==> src/hw/rv64_pkg.sv <==
`default_nettype none

package rv64_pkg;

    typedef logic [63:0] xlen_t;    // architectural word
    typedef logic [31:0] inst_t;
    typedef logic [4:0]  reg_idx_t;
    typedef logic [2:0]  ls_type_t; // funct3 of the load/store

    // major opcodes
    localparam logic [6:0] OPC_LUI    = 7'b0110111;
    localparam logic [6:0] OPC_AUIPC  = 7'b0010111;
    localparam logic [6:0] OPC_JAL    = 7'b1101111;
    localparam logic [6:0] OPC_JALR   = 7'b1100111;
    localparam logic [6:0] OPC_BRANCH = 7'b1100011;
    localparam logic [6:0] OPC_LOAD   = 7'b0000011;
    localparam logic [6:0] OPC_STORE  = 7'b0100011;
    localparam logic [6:0] OPC_IMM    = 7'b0010011;
    localparam logic [6:0] OPC_REG    = 7'b0110011;

    localparam logic [6:0] F7_BASE = 7'b0000000;
    localparam logic [6:0] F7_ALT  = 7'b0100000; // sub, sra

    // integer funct3
    localparam ls_type_t F3_ADD_SUB = 3'b000;
    localparam ls_type_t F3_SLL     = 3'b001;
    localparam ls_type_t F3_SLT     = 3'b010;
    localparam ls_type_t F3_SLTU    = 3'b011;
    localparam ls_type_t F3_XOR     = 3'b100;
    localparam ls_type_t F3_SRL_SRA = 3'b101;
    localparam ls_type_t F3_OR      = 3'b110;
    localparam ls_type_t F3_AND     = 3'b111;

    // branch funct3
    localparam ls_type_t F3_BEQ  = 3'b000;
    localparam ls_type_t F3_BNE  = 3'b001;
    localparam ls_type_t F3_BLT  = 3'b100;
    localparam ls_type_t F3_BGE  = 3'b101;
    localparam ls_type_t F3_BLTU = 3'b110;
    localparam ls_type_t F3_BGEU = 3'b111;

    // access width / signedness, same code as funct3
    localparam ls_type_t LS_B  = 3'b000;
    localparam ls_type_t LS_H  = 3'b001;
    localparam ls_type_t LS_W  = 3'b010;
    localparam ls_type_t LS_D  = 3'b011;
    localparam ls_type_t LS_BU = 3'b100;
    localparam ls_type_t LS_HU = 3'b101;
    localparam ls_type_t LS_WU = 3'b110;

    localparam inst_t NOP_INST = 32'h0000_0013; // addi x0, x0, 0

    typedef enum logic [3:0] {
        op_lui, op_auipc, op_imm, op_reg, op_load,
        op_store, op_jal, op_jalr, op_branch, op_illegal
    } op_class_e;

    typedef enum logic [3:0] {
        alu_add, alu_sub, alu_sll, alu_slt, alu_sltu,
        alu_xor, alu_srl, alu_sra, alu_or, alu_and
    } alu_op_e;

endpackage

`default_nettype wire

==> src/hw/rv64_regfile.sv <==
`timescale 1ns/1ps
`default_nettype none

module rv64_regfile import rv64_pkg::*; #(
    parameter int NUM_REGS = 32     // 32, or 16 for a reduced file
) (
    input  logic     clk,
    input  logic     reset,
    input  reg_idx_t rs1_i,
    input  reg_idx_t rs2_i,
    input  reg_idx_t rd_i,
    input  logic     wr_en_i,
    input  xlen_t    wr_data_i,
    output xlen_t    rs1_data_o,
    output xlen_t    rs2_data_o
);

    localparam int IDX_W = $clog2(NUM_REGS);

    xlen_t            regs [NUM_REGS];
    logic [IDX_W-1:0] wr_idx;

    assign wr_idx = rd_i[IDX_W-1:0];

    always_ff @(posedge clk or negedge reset) begin
        if (!reset) begin
            for (int i = 0; i < NUM_REGS; i++) begin
                regs[i] <= '0;
            end
        end else if (wr_en_i && wr_idx != '0) begin   // x0 never written
            regs[wr_idx] <= wr_data_i;
        end
    end

    // combinational reads, x0 stays zero from reset
    assign rs1_data_o = regs[rs1_i[IDX_W-1:0]];
    assign rs2_data_o = regs[rs2_i[IDX_W-1:0]];

endmodule

`default_nettype wire

==> config.mk <==
export PLATFORM = sky130hd
export DESIGN_NAME = rv64_regfile
export DESIGN_NICKNAME = d
export VERILOG_FILES = /design/src/hw/rv64_pkg.sv /design/src/hw/rv64_regfile.sv
export SDC_FILE = /design/constraint.sdc
export NUM_CORES = 2
export LEC_CHECK = 0
export BUFFER_PORTS_ARGS = -buffer_cell sky130_fd_sc_hd__buf_2
export CAP_MARGIN = 25
export CORE_MARGIN = 5
export CORE_UTILIZATION = 64
export CTS_CLUSTER_SIZE = 14
export DETAILED_ROUTE_END_ITERATION = 8
export PLACE_DENSITY = 0.86
export SLEW_MARGIN = 20
export SYNTH_ARGS = -nofsm -noshare
export SYNTH_HDL_FRONTEND = slang
export SYNTH_SLANG_ARGS = --single-unit
==> constraint.sdc <==
create_clock -name clk -period 5.04 [get_ports clk]
set_input_delay 1.512 -clock clk [delete_from_list [all_inputs] [get_ports clk]]
set_output_delay 1.512 -clock clk [all_outputs]
set_load 0.02 [all_outputs]
==> summary.md <==
| Metric | Value |
|---|---|
| Status | `finished with violations` |
| Drt first pass iters | `6` |
| Crit-path leading delay family | `buffers and inverters` |
| Largest register by flop count | `regs` |
| Die H | `approximately 420 um` |
| Detail Route Antenna Nets | `0` |
| Biggest cell delay along the critical path | `a little over 0.5 ns` |
| Final Worst Setup Slack | `-0.0939 ns` |
| Vias in the first global route | `73900` |
| First-pass GRT wire length | `501 mm` |
| FMAX | `about 190 MHz` |
| Final slew viol count | `0` |
| Setup slack at placement | `-0.332 ns` |
| Number of synthesized flops with an enable pin | `0` |
| Final setup skew | `0 ns` |
| Critical Path End Type | `primary output` |
| Max reg flops | `2048` |
| Syn Inst Count | `6512` |
| Clk pin slew, worst setup/hold paths | `0.06 ns` |
| Post-Place Cell Area | `114000 sq um` |
| Initial antenna violation count | `23` |
| Mapped Area | `108000 sq um` |
| Drt drc | `0` |
| Final period util | `102%` |
| Vias/cell | `7.65` |
| Worst Tran Pin Value | `1.06 ns` |
| Post-synth top area share | `about 48%` |
| Leakage | `0.0545 uW` |
| RSZ-0062 raised after global routing | `yes` |
| DIE WIDTH | `420 um` |
| WS Path Type | `in2out` |
| Htree depth | `4` |
| Synthesis Warnings | `0` |
| Unique masters post-synth | `30` |
| Overall power | `between 50000 and 60000 uW` |
| Crit path DAT | `3.62 ns` |
| Largest area contributor in the netlist | `dfrtp_1` |
| Worst-path cell chain | `buf_16 -> buf_6 -> buf_16 -> buf_6 -> mux4_2 -> mux2i_1 -> o22ai_1 -> a221o_1 -> buf_2` |
| FFs w/ async S/R, synth | `100%` |
| IO Port Bufs | `209` |
| Final #Nets | `6830` |
| Total GRT Usage | `38.7%` |
| Max cap viols | `0` |
| Worst-Skew Late Latency | `0.85 ns` |
| PD cells | `401 nW/um^2` |
| Synth area leaders | `dfrtp_1 48%, mux4_2 24%, mux2_2 22%` |
| DIE AREA | `177000 sq um` |
| GRT Residual Overflow | `0` |
| Number of vias in the routed layout | `about 70000` |
| Initial Utilization | `between 60% and 70%` |
| CTS Buf Count | `205` |
| GP Congestion | `roughly 0.85` |
| Worst path slowest cell | `mux4_2` |
| Final Non-Filler Cells | `9150` |
| Total Wirelength | `between 300 and 400 mm` |
| Initial DRC Count | `just over 9000` |
| Final min period | `about 5.1 ns` |
| Core Box Area | `around 170000 sq um` |
| Synth Flop Type | `dfrtp_1` |
| Syn_nets | `6594` |
| Failing checks | `setup timing` |
| Regs by FF count | `regs x2048` |
| Area growth from synthesis to layout | `15.9%` |
| CTS sink count | `2048` |
| Root Buffer | `clkbuf_16` |
| CTS Buffer Depth | `3` |
| Post-DP HPWL | `185 mm` |
| Seq/Total Area, Yosys | `47.6%` |
| Buf/Inv on CP | `5` |
| Startpoint Class | `primary input` |
| Worst slew margin | `28.9%` |
| Fillcell total | `~9000` |
| Final instance area | `about 120000 sq um` |
| Average wire per standard cell | `around 37 um` |
| Rows | `150` |
| Final hold violations | `0` |
| Final setup viols | `32` |
| Largest net degree at the start of global routing | `138` |
| Layout cells sized above 1 | `65.5%` |
| Worst path required time | `roughly 3.5 ns` |
| Peak supply drop | `0.294 mV` |
| HP Class | `reg2reg` |
| Crit-path max FO | `8` |
| Yosys reg bits | `2048` |
| Final Util | `74.7%` |
| Syn Area/Cell | `16.5 sq um` |
| Placed Instances | `8624` |
| Ports | `210` |
| CTS tree | `done` |
| # hold bufs at CTS | `0` |
-- layout make-up --
type | count | area [sq um] | share of cell area, %
clock inverter | 107 | 1420 | 1.13
sequential | 2048 | 51200 | 41.0
timing repair buffer | 802 | 9700 | 7.77
clock buffer | 276 | 5860 | 4.69
tap | 2204 | 2760 | 2.21
antenna | 22 | 55.1 | 0.0441
multi-input combinational | 3690 | 53800 | 43.1
inverter | 1 | 6.26 | 0.00501
-- synthesized netlist by cell type, types with 2 or more instances --
| cell type | count |
|---|---|
| dfrtp_1 | 2048 |
| o31ai_1 | 3 |
| mux2_2 | 2151 |
| nand2_1 | 20 |
| nand3_1 | 6 |
| a221oi_1 | 34 |
| a22o_1 | 9 |
| mux2i_1 | 144 |
| a211oi_1 | 3 |
| mux4_2 | 1145 |
| clkbuf_1 | 487 |
| and2_0 | 2 |
| nor3_2 | 4 |
| buf_6 | 5 |
| o22ai_1 | 60 |
| nand2b_1 | 5 |
| o22a_1 | 3 |
| nor2b_1 | 20 |
| buf_1 | 36 |
| nor2_1 | 27 |
| buf_4 | 27 |
| a21oi_1 | 9 |
| buf_2 | 218 |
| a221o_1 | 26 |
| and3_1 | 6 |
| a211o_1 | 9 |
| nand4_1 | 2 |
-- stage by stage --
step                      hold WS, ns  setup TNS [ns]
after floorplan                 0.441               0
after global placement          0.377          -10.29
after detailed placement        0.382          -11.69
after CTS                       0.398           -2.77
after global routing            0.407           -1.69
final                           0.399          -0.852
-- routing by layer --
layer  track usage [%]  routed length, um  vias up  part of all wire (%)
met5                 0                 46        -                 0.014
met4              26.2              26700        8                   7.8
met3              10.2              37900     1440                    11
met2              59.3             160000     5248                    47
met1              49.1             116000    37200                    34
li1                  -                  -    26100                     -
-- cell usage in the layout (no fill, tap or decap), types with 29 or more instances in the layout --
cell type and instances:
bufinv_16 29, buf_12 185, clkbuf_8 43, buf_6 79
clkinv_2 54, clkbuf_16 228, mux2_2 2106, mux2_4 45
o22ai_1 45, buf_16 45, buf_4 305, mux4_2 1145
dfrtp_1 2048, buf_2 145, mux2i_1 136
-- report_power, final --
group	switching [uW]	internal (uW)
clock	6860	9660
combinational	4390	6920
sequential	2600	19600
-- timing repair --
action                                  CTS  global route
endpoints found under the setup margin  117           105
pin swaps                                 3            12
gates resized for setup                 152           196
buffers inserted                         60            31
cloned                                   26            21
-- path summary, 6_finish.rpt --
check | startpoint | end | slack [ns] | cells past startpoint
max reg2reg | regs[1493]$_DFFE_PN0P_ | regs[1493]$_DFFE_PN0P_ | 4.16 | 1
min reg2reg | regs[2040]$_DFFE_PN0P_ | regs[2040]$_DFFE_PN0P_ | 0.40 | 0
max | rs2_i[0] | rs2_data_o[9] | -0.09 | 9
min | regs[2040]$_DFFE_PN0P_ | regs[2040]$_DFFE_PN0P_ | 0.40 | 0
max in group asynchronous | reset | regs[602]$_DFFE_PN0P_ | 3.00 | 3
min in group asynchronous | reset | regs[1717]$_DFFE_PN0P_ | 0.66 | 1
-- logic make-up after synthesis --
kind of cell    after synthesis  synth area share (%)
compound gates              156                  1.12
buf+inv                     774                  3.08
flops                      2048                  47.6
mux                        3440                  47.8
simple gates                 94                 0.445
Power figures use the tool's default switching activity.
