--- src/hw/rv64_pkg.sv ---
`default_nettype none

package rv64_pkg;

    typedef logic [63:0] xlen_t;    // architectural word
    typedef logic [31:0] inst_t;
    typedef logic [4:0]  reg_idx_t;
    typedef logic [2:0]  ls_type_t; // funct3 of the load/store

    // major opcodes
    localparam logic [6:0] OPC_LUI    = 7'b0110111;
    localparam logic [6:0] OPC_AUIPC  = 7'b0010111;
    localparam logic [6:0] OPC_JAL    = 7'b1101111;
    localparam logic [6:0] OPC_JALR   = 7'b1100111;
    localparam logic [6:0] OPC_BRANCH = 7'b1100011;
    localparam logic [6:0] OPC_LOAD   = 7'b0000011;
    localparam logic [6:0] OPC_STORE  = 7'b0100011;
    localparam logic [6:0] OPC_IMM    = 7'b0010011;
    localparam logic [6:0] OPC_REG    = 7'b0110011;

    localparam logic [6:0] F7_BASE = 7'b0000000;
    localparam logic [6:0] F7_ALT  = 7'b0100000; // sub, sra

    // integer funct3
    localparam ls_type_t F3_ADD_SUB = 3'b000;
    localparam ls_type_t F3_SLL     = 3'b001;
    localparam ls_type_t F3_SLT     = 3'b010;
    localparam ls_type_t F3_SLTU    = 3'b011;
    localparam ls_type_t F3_XOR     = 3'b100;
    localparam ls_type_t F3_SRL_SRA = 3'b101;
    localparam ls_type_t F3_OR      = 3'b110;
    localparam ls_type_t F3_AND     = 3'b111;

    // branch funct3
    localparam ls_type_t F3_BEQ  = 3'b000;
    localparam ls_type_t F3_BNE  = 3'b001;
    localparam ls_type_t F3_BLT  = 3'b100;
    localparam ls_type_t F3_BGE  = 3'b101;
    localparam ls_type_t F3_BLTU = 3'b110;
    localparam ls_type_t F3_BGEU = 3'b111;

    // access width / signedness, same code as funct3
    localparam ls_type_t LS_B  = 3'b000;
    localparam ls_type_t LS_H  = 3'b001;
    localparam ls_type_t LS_W  = 3'b010;
    localparam ls_type_t LS_D  = 3'b011;
    localparam ls_type_t LS_BU = 3'b100;
    localparam ls_type_t LS_HU = 3'b101;
    localparam ls_type_t LS_WU = 3'b110;

    localparam inst_t NOP_INST = 32'h0000_0013; // addi x0, x0, 0

    typedef enum logic [3:0] {
        op_lui, op_auipc, op_imm, op_reg, op_load,
        op_store, op_jal, op_jalr, op_branch, op_illegal
    } op_class_e;

    typedef enum logic [3:0] {
        alu_add, alu_sub, alu_sll, alu_slt, alu_sltu,
        alu_xor, alu_srl, alu_sra, alu_or, alu_and
    } alu_op_e;

endpackage

`default_nettype wire

--- src/hw/rv64_decode.sv ---
`timescale 1ns/1ps
`default_nettype none

module rv64_decode import rv64_pkg::*; (
    input  inst_t     ir_i,
    output op_class_e class_o,
    output alu_op_e   alu_op_o,
    output xlen_t     imm_o,
    output logic      use_imm_o,   // b operand is the immediate
    output reg_idx_t  rd_o,
    output reg_idx_t  rs1_o,
    output reg_idx_t  rs2_o,
    output ls_type_t  funct3_o
);

    logic [6:0] opcode;
    logic [6:0] funct7;
    xlen_t      imm_u;
    xlen_t      imm_i;
    xlen_t      imm_s;
    xlen_t      imm_j;
    xlen_t      imm_b;
    logic       shift_ok;   // legal shift-immediate function bits
    logic       reg_ok;     // legal funct7 for register ops

    assign opcode   = ir_i[6:0];
    assign funct7   = ir_i[31:25];
    assign rd_o     = ir_i[11:7];
    assign rs1_o    = ir_i[19:15];
    assign rs2_o    = ir_i[24:20];
    assign funct3_o = ir_i[14:12];

    assign imm_u = {{32{ir_i[31]}}, ir_i[31:12], 12'b0};
    assign imm_i = {{52{ir_i[31]}}, ir_i[31:20]};
    assign imm_s = {{52{ir_i[31]}}, ir_i[31:25], ir_i[11:7]};
    assign imm_j = {{44{ir_i[31]}}, ir_i[19:12], ir_i[20], ir_i[30:21], 1'b0};
    assign imm_b = {{52{ir_i[31]}}, ir_i[7], ir_i[30:25], ir_i[11:8], 1'b0};

    // rv64 shamt takes 6 bits, funct6 sits in ir[31:26]
    assign shift_ok = (ir_i[31:26] == F7_BASE[6:1]) ||
                      (ir_i[31:26] == F7_ALT[6:1] && funct3_o == F3_SRL_SRA);
    assign reg_ok   = (funct7 == F7_BASE) ||
                      (funct7 == F7_ALT &&
                       (funct3_o == F3_ADD_SUB || funct3_o == F3_SRL_SRA));

    always_comb begin
        class_o = op_illegal;   // anything else runs as a nop
        case (opcode)
            OPC_LUI:    class_o = op_lui;
            OPC_AUIPC:  class_o = op_auipc;
            OPC_JAL:    class_o = op_jal;
            OPC_JALR:   if (funct3_o == 3'b000) class_o = op_jalr;
            OPC_BRANCH: if (funct3_o[2:1] != 2'b01) class_o = op_branch;  // no 010/011
            OPC_LOAD:   if (funct3_o != 3'b111) class_o = op_load;
            OPC_STORE:  if (!funct3_o[2]) class_o = op_store;           // sb..sd only
            OPC_IMM:    if (funct3_o[1:0] != 2'b01 || shift_ok) class_o = op_imm;
            OPC_REG:    if (reg_ok) class_o = op_reg;
            default: ;
        endcase
    end

    always_comb begin
        case (funct3_o)
            F3_ADD_SUB: alu_op_o = (class_o == op_reg && ir_i[30]) ? alu_sub : alu_add;
            F3_SLL:     alu_op_o = alu_sll;
            F3_SLT:     alu_op_o = alu_slt;
            F3_SLTU:    alu_op_o = alu_sltu;
            F3_XOR:     alu_op_o = alu_xor;
            F3_SRL_SRA: alu_op_o = ir_i[30] ? alu_sra : alu_srl;
            F3_OR:      alu_op_o = alu_or;
            F3_AND:     alu_op_o = alu_and;
            default:    alu_op_o = alu_add;
        endcase
        // jalr target and everything else wants a plain sum
        if (class_o != op_imm && class_o != op_reg) alu_op_o = alu_add;
    end

    always_comb begin
        case (class_o)
            op_lui, op_auipc: imm_o = imm_u;
            op_store:         imm_o = imm_s;
            op_jal:           imm_o = imm_j;
            op_branch:        imm_o = imm_b;
            default:          imm_o = imm_i;   // op-imm, loads, jalr
        endcase
    end

    assign use_imm_o = (class_o == op_imm) || (class_o == op_load) ||
                       (class_o == op_store) || (class_o == op_jalr);

endmodule

`default_nettype wire

--- config.mk ---
export PLATFORM = sky130hd
export DESIGN_NAME = rv64_decode
export DESIGN_NICKNAME = d
export VERILOG_FILES = /design/src/hw/rv64_pkg.sv /design/src/hw/rv64_decode.sv
export SDC_FILE = /design/constraint.sdc
export NUM_CORES = 1
export LEC_CHECK = 0
export ABC_AREA = 1
export ABC_CLOCK_PERIOD_IN_PS = 1700
export BUFFER_PORTS_ARGS = -buffer_cell sky130_fd_sc_hd__buf_2
export CORE_MARGIN = 1
export CORE_UTILIZATION = 40
export DETAILED_ROUTE_END_ITERATION = 8
export PLACE_DENSITY = 0.82
export REMOVE_ABC_BUFFERS = 1
export SYNTH_ARGS = -nofsm -noshare
export SYNTH_HDL_FRONTEND = slang
export SYNTH_SLANG_ARGS = --single-unit
--- constraint.sdc ---
create_clock -name vclk -period 1.7
set_input_delay 0.255 -clock vclk [all_inputs]
set_output_delay 0.255 -clock vclk [all_outputs]
set_load 0.05 [all_outputs]
==> results.yml <==
run_status:
  outcome: "finished with violations"
  violations: "setup timing"
sta:
  rsz0062_at_grt: "true"
  timing.final.ws_setup_ns: -0.410
  slew_violations: 0
  relSlewSlack_pct: 74.8
  max_freq_mhz: 474
  setup_violations: 33
  worstMarginPinSlew_ns: 0.374
  period_needed_ns: 2.11
  hold_viol: 0
  fin_crit_sh_pct: 124
  fin_tns_setup_ns: -6.80
routing:
  routed-wl-met2_mm: 3.76
  routed_via_density: 5.13
  drc: 0
  drt-met1-wl_mm: 2.43
  dr.pass1.iters: 4
  antenna_left: 0
  wl_per_cell_um: 16.2
  finalWirelength_mm: 6.95
  highest_layer: "met4"
  dr_wl_met3_um: 370
  drtIter0Drc: 188
  num_vias: 2202
worst_setup_path:
  critPathKind: "primary input to output port"
  critPathRequiredTime_ns: 1.44
  critPathCaptureType: "output port"
  cp.arrival_ns: 1.85
  crit_fanout: 5
  startpoint_type: "primary input"
min_path:
  whs_path_depth: 2
  hold_class: "primary input to output port"
  holdCritStartpoint: "ir_i[17]"
  min_to: "rs1_o[2]"
yosys:
  synth_top_area_share_pct: 27.8
  yosysSeqAreaShare_pct: 0
  yosys.area.top_type: "buf_4"
  syn_inst: 267
  post-synth-top-count-cell: "buf_4"
  syn_area_per_cell_um2: 5.27
  yosysWarnings: 0
  synth_area_leaders: "buf_4 28%, inv_1 11%, nor2_1 11%"
  synth_commonest_cells: "52 x buf_4, 42 x inv_1, 42 x nor2_1"
  synth_cell_types: 23
  syn_area_mm2: 0.00141
die:
  start_util_pct: 41.8
  core_mm2: 0.00336
  fp.dieW_um: 61.3
  die-area_mm2: 0.00376
  placement_rows: 21
  die_y_um: 61.3
  num_io_pins: 123
place:
  place_ws_ns: -0.399
  hpwlAfterDp_mm: 3.50
  port_buffers: 123
  gp_congestion: 0.925
  placed_cells: 415
power:
  ir_drop_mv: 0.449
  powerDensity_mw_per_mm2: 336
  power_leakage_nw: 1.54
  finalPower_uw: 965
global_route:
  grt_pass1_vias: 1834
  gr-total-overflow: 0
  gr-usage-all-layers_pct: 26.1
  antenna_found_initial: 0
  grt_max_degree: 35
  grt_pass1_wl_mm: 7.61
finish:
  nClkBuffers: 0
  final_nets: 417
  seq_area_um2: 0
  drive_gt1_share_pct: 69.5
  area_delta_synth_final_pct: 105
  layout.cells.non_filler: 429
  post-route-util_pct: 85.5
  diodes: 0
  seq_cell_count: 0
job:
  cap_violations: 0
==> critical path: stages <==
cell and delay (ns):
buf_2 0.11, nor2_1 0.16, nand2_2 0.08, nor2_2 0.14, nand2_2 0.08, nand2_2 0.12, nand3_2 0.10, nand3_2 0.11
nand2_1 0.09, nand2_2 0.15, clkbuf_16 0.18, nand3_2 0.10, buf_8 0.17
==> worst max-delay path by stage <==
stage	startpoint	endpoint	depth (start not counted)
floorplan	ir_i[1]	alu_op_o[0]	9
global placement	ir_i[1]	imm_o[25]	14
detailed placement	ir_i[0]	imm_o[24]	14
CTS	ir_i[3]	imm_o[21]	14
global route	ir_i[13]	imm_o[28]	12
finish	ir_i[25]	imm_o[28]	13
==> final cells by class <==
class,instances,area [um^2]
fill,184,487
multi-input combinational,161,1200
inverter,49,206
tap,46,57.6
timing repair buffer,173,1410
==> what timing repair did <==
item | 4_1_cts | 5_1_grt
pin swaps | 23 | 27
hold buffers | 0 | 0
endpoints found under the setup margin | 37 | 38
cloned | 1 | 1
gates resized for setup | 128 | 105
setup buffers | 8 | 5
==> metrics by stage <==
step | cell area (um^2) | hold WS [ns]
4_1_cts | 2430 | 0.810
3_3_place_gp | 1940 | 0.809
2_1_floorplan | 981 | 0.510
5_1_grt | 2880 | 0.828
6_report | 2880 | 0.820
3_5_place_dp | 1940 | 0.810
==> logic make-up after synthesis <==
| group | count (synthesis) | synth area share [%] |
|---|---|---|
| buf+inv | 106 | 43.3 |
| simple gates | 129 | 44.7 |
| compound gates | 32 | 12.0 |
==> per-layer routing <==
layer,GRT usage (%),vias to the layer above
li1,-,1019
met1,29.2,1017
met2,50.9,128
met3,2.94,38
met4,7.47,0
met5,0,-
==> cell usage in the layout (no fill, tap or decap), drive strengths merged, types with 2 or more instances in the layout <==
master    n
a21oi     8
buf     171
clkbuf    2
inv      48
nand2    42
nand3    27
nand4     9
nor2     48
nor3      2
o21ai    22
==> report_power, final <==
part | switching [mW] | total [mW] | leakage (nW) | internal (mW)
clock | 0 | 0 | 0 | 0
combinational | 0.667 | 0.965 | 1.54 | 0.298
sequential | 0 | 0 | 0 | 0
total | 0.667 | 0.965 | 1.54 | 0.298
No activity file was read; power rests on OpenSTA's default activity.
