**config.mk**
```make
export PLATFORM = sky130hd
export DESIGN_NAME = rv64_lsu
export DESIGN_NICKNAME = d
export VERILOG_FILES = /design/src/hw/rv64_pkg.sv /design/src/hw/rv64_lsu.sv
export SDC_FILE = /design/constraint.sdc
export NUM_CORES = 1
export LEC_CHECK = 0
export BUFFER_PORTS_ARGS = -buffer_cell sky130_fd_sc_hd__buf_2
export CORE_AREA = 2 2 180 182
export DETAILED_ROUTE_END_ITERATION = 10
export DIE_AREA = 0 0 182 184
export PLACE_DENSITY = 0.65
export SETUP_SLACK_MARGIN = 0.2
export SKIP_CTS_REPAIR_TIMING = 1
export SLEW_MARGIN = 20
export SYNTH_ARGS = -nofsm -noshare
export SYNTH_HDL_FRONTEND = slang
export SYNTH_SLANG_ARGS = --single-unit
export TNS_END_PERCENT = 50
```
**constraint.sdc**
```tcl
create_clock -name clk -period 29.8 [get_ports clk]
set_input_delay 5.96 -clock clk [delete_from_list [all_inputs] [get_ports clk]]
set_output_delay 5.96 -clock clk [all_outputs]
set_load 0.01 [all_outputs]
```
**src/hw/rv64_pkg.sv**
```systemverilog
`default_nettype none

package rv64_pkg;

    typedef logic [63:0] xlen_t;    // architectural word
    typedef logic [31:0] inst_t;
    typedef logic [4:0]  reg_idx_t;
    typedef logic [2:0]  ls_type_t; // funct3 of the load/store

    // major opcodes
    localparam logic [6:0] OPC_LUI    = 7'b0110111;
    localparam logic [6:0] OPC_AUIPC  = 7'b0010111;
    localparam logic [6:0] OPC_JAL    = 7'b1101111;
    localparam logic [6:0] OPC_JALR   = 7'b1100111;
    localparam logic [6:0] OPC_BRANCH = 7'b1100011;
    localparam logic [6:0] OPC_LOAD   = 7'b0000011;
    localparam logic [6:0] OPC_STORE  = 7'b0100011;
    localparam logic [6:0] OPC_IMM    = 7'b0010011;
    localparam logic [6:0] OPC_REG    = 7'b0110011;

    localparam logic [6:0] F7_BASE = 7'b0000000;
    localparam logic [6:0] F7_ALT  = 7'b0100000; // sub, sra

    // integer funct3
    localparam ls_type_t F3_ADD_SUB = 3'b000;
    localparam ls_type_t F3_SLL     = 3'b001;
    localparam ls_type_t F3_SLT     = 3'b010;
    localparam ls_type_t F3_SLTU    = 3'b011;
    localparam ls_type_t F3_XOR     = 3'b100;
    localparam ls_type_t F3_SRL_SRA = 3'b101;
    localparam ls_type_t F3_OR      = 3'b110;
    localparam ls_type_t F3_AND     = 3'b111;

    // branch funct3
    localparam ls_type_t F3_BEQ  = 3'b000;
    localparam ls_type_t F3_BNE  = 3'b001;
    localparam ls_type_t F3_BLT  = 3'b100;
    localparam ls_type_t F3_BGE  = 3'b101;
    localparam ls_type_t F3_BLTU = 3'b110;
    localparam ls_type_t F3_BGEU = 3'b111;

    // access width / signedness, same code as funct3
    localparam ls_type_t LS_B  = 3'b000;
    localparam ls_type_t LS_H  = 3'b001;
    localparam ls_type_t LS_W  = 3'b010;
    localparam ls_type_t LS_D  = 3'b011;
    localparam ls_type_t LS_BU = 3'b100;
    localparam ls_type_t LS_HU = 3'b101;
    localparam ls_type_t LS_WU = 3'b110;

    localparam inst_t NOP_INST = 32'h0000_0013; // addi x0, x0, 0

    typedef enum logic [3:0] {
        op_lui, op_auipc, op_imm, op_reg, op_load,
        op_store, op_jal, op_jalr, op_branch, op_illegal
    } op_class_e;

    typedef enum logic [3:0] {
        alu_add, alu_sub, alu_sll, alu_slt, alu_sltu,
        alu_xor, alu_srl, alu_sra, alu_or, alu_and
    } alu_op_e;

endpackage

`default_nettype wire

```
**src/hw/rv64_lsu.sv**
```systemverilog
`timescale 1ns/1ps
`default_nettype none

module rv64_lsu import rv64_pkg::*; (
    input  logic      clk,
    input  logic      reset,
    input  op_class_e class_i,
    input  logic      active_i,       // low during a bubble
    input  xlen_t     base_i,         // rs1
    input  xlen_t     offset_i,       // I or S immediate
    input  xlen_t     store_data_i,   // rs2
    input  ls_type_t  funct3_i,
    output logic      stall_o,
    output logic      load_wr_o,
    output xlen_t     load_data_o,
    output xlen_t     bus_address_o,
    output xlen_t     bus_write_data_o,
    output logic      bus_write_enable_o,
    output logic      bus_read_enable_o,
    output ls_type_t  bus_ls_type_o,
    input  logic      bus_read_done_i,
    input  logic      bus_write_done_i,
    input  xlen_t     bus_read_data_i
);

    typedef enum logic {st_idle, st_wait} lsu_state_e;

    lsu_state_e state;
    logic       is_load;
    logic       is_mem;
    logic       start;    // launch this cycle
    logic       done;     // matching done seen while waiting
    xlen_t      wdata;

    // ir is frozen while we wait, so the class still tells read from write
    assign is_load   = (class_i == op_load);
    assign is_mem    = is_load || (class_i == op_store);
    assign start     = (state == st_idle) && active_i && is_mem;
    assign done      = (state == st_wait) && (is_load ? bus_read_done_i : bus_write_done_i);
    assign stall_o   = start || (state == st_wait && !done);
    assign load_wr_o = done && is_load;   // rd written at this edge

    always_ff @(posedge clk or negedge reset) begin
        if (!reset) begin
            state              <= st_idle;
            bus_read_enable_o  <= 1'b0;
            bus_write_enable_o <= 1'b0;
        end else begin
            bus_read_enable_o  <= start && is_load;    // single pulse
            bus_write_enable_o <= start && !is_load;
            case (state)
                st_idle: if (start) state <= st_wait;
                st_wait: if (done) state <= st_idle;
                default: state <= st_idle;
            endcase
        end
    end

    // bus fields held until the next launch
    always_ff @(posedge clk) begin
        if (start) begin
            bus_address_o    <= base_i + offset_i;
            bus_write_data_o <= wdata;
            bus_ls_type_o    <= funct3_i;
        end
    end

    always_comb begin
        case (funct3_i)
            LS_B:    wdata = {56'b0, store_data_i[7:0]};
            LS_H:    wdata = {48'b0, store_data_i[15:0]};
            LS_W:    wdata = {32'b0, store_data_i[31:0]};
            default: wdata = store_data_i;    // sd
        endcase
    end

    // sign or zero extension by the registered type
    always_comb begin
        case (bus_ls_type_o)
            LS_B:    load_data_o = {{56{bus_read_data_i[7]}}, bus_read_data_i[7:0]};
            LS_H:    load_data_o = {{48{bus_read_data_i[15]}}, bus_read_data_i[15:0]};
            LS_W:    load_data_o = {{32{bus_read_data_i[31]}}, bus_read_data_i[31:0]};
            LS_BU:   load_data_o = {56'b0, bus_read_data_i[7:0]};
            LS_HU:   load_data_o = {48'b0, bus_read_data_i[15:0]};
            LS_WU:   load_data_o = {32'b0, bus_read_data_i[31:0]};
            LS_D:    load_data_o = bus_read_data_i;
            default: load_data_o = bus_read_data_i;
        endcase
    end

endmodule

`default_nettype wire

```
==> flow_summary.json <==
{
  "dieArea_um2": 33500,
  "final_cells": 1701,
  "yosys_warnings": 0,
  "synth_nets": 1190,
  "synth_ff_type": "edfxtp_1",
  "ys_seq_area_frac": 0.463,
  "worstPathArrival_ps": 7650,
  "grtUsageTotal": 0.183,
  "fmax_ghz": 0.0735,
  "endpoint_kind": "output pin",
  "fin_ws_ps": 16190,
  "synth_top_area_share": 0.455,
  "antenna_found_initial": 6,
  "pre_cts_ws_ps": 16150,
  "reg2regPathDepth": 3,
  "yosysTopAreaCell": "edfxtp_1",
  "grt_pass1_wl_um": 46000,
  "cts_root_buf": "clkbuf_16",
  "die_h_um": 184,
  "syn_area_per_cell_um2": 10.1,
  "htree_levels": 4,
  "maxCapViolations": 0,
  "ant_nets": 0,
  "whs_endpoint": "bus_read_enable_o",
  "tightest_slew_ps": 1040,
  "startpoint": "class_i[1]",
  "io_buffers": 452,
  "finalCriticalPeriod_ps": 13610,
  "vdd_drop_max_mv": 0.0374,
  "grt_max_degree": 72,
  "first_iter_violations": 584,
  "gr-total-overflow": 0,
  "grt_pass1_vias": 7835,
  "cts_sinks": 134,
  "cts.path.max_buffers": 2,
  "synthCells": 858,
  "status": "finished clean",
  "hold_depth": 1,
  "synth.area.top_cells": "edfxtp_1 (45%), ha_1 (9.1%), a21o_1 (5.6%)",
  "power_leakage_nw": 5.60,
  "r2r-end": "bus_address_o[62]",
  "required_ps": 23840,
  "hold_viol": 0,
  "layout-drive-gt1-share": 0.388,
  "hold_path.class": "register to register",
  "setup_viol": 0,
  "rsz0062_at_grt": "false",
  "cts_tree": "done",
  "clock_latency_ps": 430,
  "fin_tns_setup_ps": 0,
  "core_area_um2": 31400,
  "start_kind": "primary input",
  "initial_core_util": 0.276,
  "hold_path_startpoint": "state",
  "relSlewSlack": 0.307,
  "viasPerCell": 4.89,
  "fp-row-count": 65,
  "die_w_um": 182,
  "final-max-slew-violation-count": 0,
  "wl_per_cell_um": 18.8,
  "dp_cells": 1665,
  "final_nets": 1615,
  "wl_um": 32000,
  "async_flop_share": 0.0224,
  "area_growth_syn_to_layout_pct": 36.8,
  "dp_hpwl_um": 26500,
  "finish.utilization": 0.377,
  "clkTransAtPathRegs_ps": 60,
  "worstSetupPathType": "primary input to output pin",
  "total_power_uw": 557,
  "synth_edf_count": 131,
  "timing.rr.start": "state",
  "firstDrtPassIters": 6,
  "num_vias": 8317,
  "drc": 0,
  "rrSetupSlack_ps": 27180,
  "yosys_register_bits": 134,
  "powerDensity_nw_per_um2": 47.1,
  "finClkSkew_ps": 7.78,
  "ys_types": 56,
  "cts_made_buffers": 17,
  "final_cell_mix": "buf_2 (452), edfxtp_1 (131), nand2_1 (94)",
  "pin_count": 467,
  "netlist_area_um2": 8650,
  "routabilityCongestion": 0.916,
  "final_common_cell": "buf_2",
  "cp_max_fo": 64,
  "fill_cells": 3182,
  "finalCritPeriodShare": 0.457
}
-- stage by stage --
| step | hold WS [ps] | area [µm²] |
|---|---|---|
| 2_1_floorplan | 467 | 8650 |
| 3_3_place_gp | 566 | 11300 |
| 3_5_place_dp | 544 | 11300 |
| 4_1_cts | 557 | 11800 |
| 5_1_grt | 605 | 11800 |
| 6_report | 558 | 11800 |
-- cells in the mapped netlist (all sizes together), types with 3 or more instances --
| cell | instances |
|---|---|
| a211o | 3 |
| a211oi | 5 |
| a21boi | 7 |
| a21o | 64 |
| a21oi | 86 |
| a31oi | 6 |
| and2 | 4 |
| and3 | 6 |
| buf | 9 |
| clkbuf | 43 |
| dfrtp | 3 |
| edfxtp | 131 |
| ha | 63 |
| inv | 19 |
| nand2 | 94 |
| nand3 | 7 |
| nand4 | 21 |
| nor2 | 43 |
| nor2b | 62 |
| nor3 | 14 |
| o211ai | 3 |
| o21ai | 49 |
| o21bai | 17 |
| o31ai | 6 |
| o32ai | 3 |
| or3 | 4 |
| xnor2 | 36 |
| xor2 | 25 |
-- final cells by class --
| type | instances | area, µm² | area share |
|---|---|---|---|
| diodes | 3 | 7.51 | 0.000634 |
| clock buffers | 17 | 425 | 0.0359 |
| clock inverters | 15 | 144 | 0.0122 |
| inverters | 19 | 71.3 | 0.00602 |
| multi-input cells | 653 | 4370 | 0.369 |
| flip-flops and latches | 134 | 4010 | 0.339 |
| well taps | 402 | 503 | 0.0425 |
| repair buffers | 458 | 2310 | 0.195 |
-- cells by family (layout without fill, tap and decap cells) --
logic type	Yosys count	count (layout)	share of synthesized area
muxes	2	2	0.00231
xor gates and xnor gates	61	61	0.0617
other	0	3	0
buffers and inverters	71	509	0.0344
and+or+nand+nor	263	263	0.149
AOI/OAI and AO/OA	263	263	0.196
DFF	134	134	0.463
adders and majority gates	64	64	0.0934
-- metal layers --
metal | wire (µm) | global-route usage
met1 | 13100 | 0.228
met2 | 15600 | 0.305
met3 | 2460 | 0.0422
met4 | 883 | 0.0745
met5 | 27 | 0
-- how the worst max path moves through the flow --
stage	end	cells after the start
floorplan	stall_o	3
global placement	stall_o	6
detailed placement	stall_o	6
CTS	stall_o	6
global route	stall_o	6
finish	stall_o	6
-- report_power, final --
part	switching (mW)	total [mW]	internal, mW
Combinational	0.0752	0.131	0.0561
Clock	0.0910	0.207	0.116
Sequential	0.00147	0.219	0.217
Total	0.168	0.557	0.389
-- worst max-delay path, stage by stage --
cell and delay [ps]:
buf_2 90, or3b_2 500, nor3b_2 170, buf_4 650
a21o_1 140, buf_2 130
-- state kept, by name, indices dropped and copies added, names as in the netlist --
signal              flops
state                   1
bus_write_data_o       64
bus_write_enable_o      1
bus_ls_type_o           3
bus_read_enable_o       1
bus_address_o          64
(Power assumes the default switching activity.)
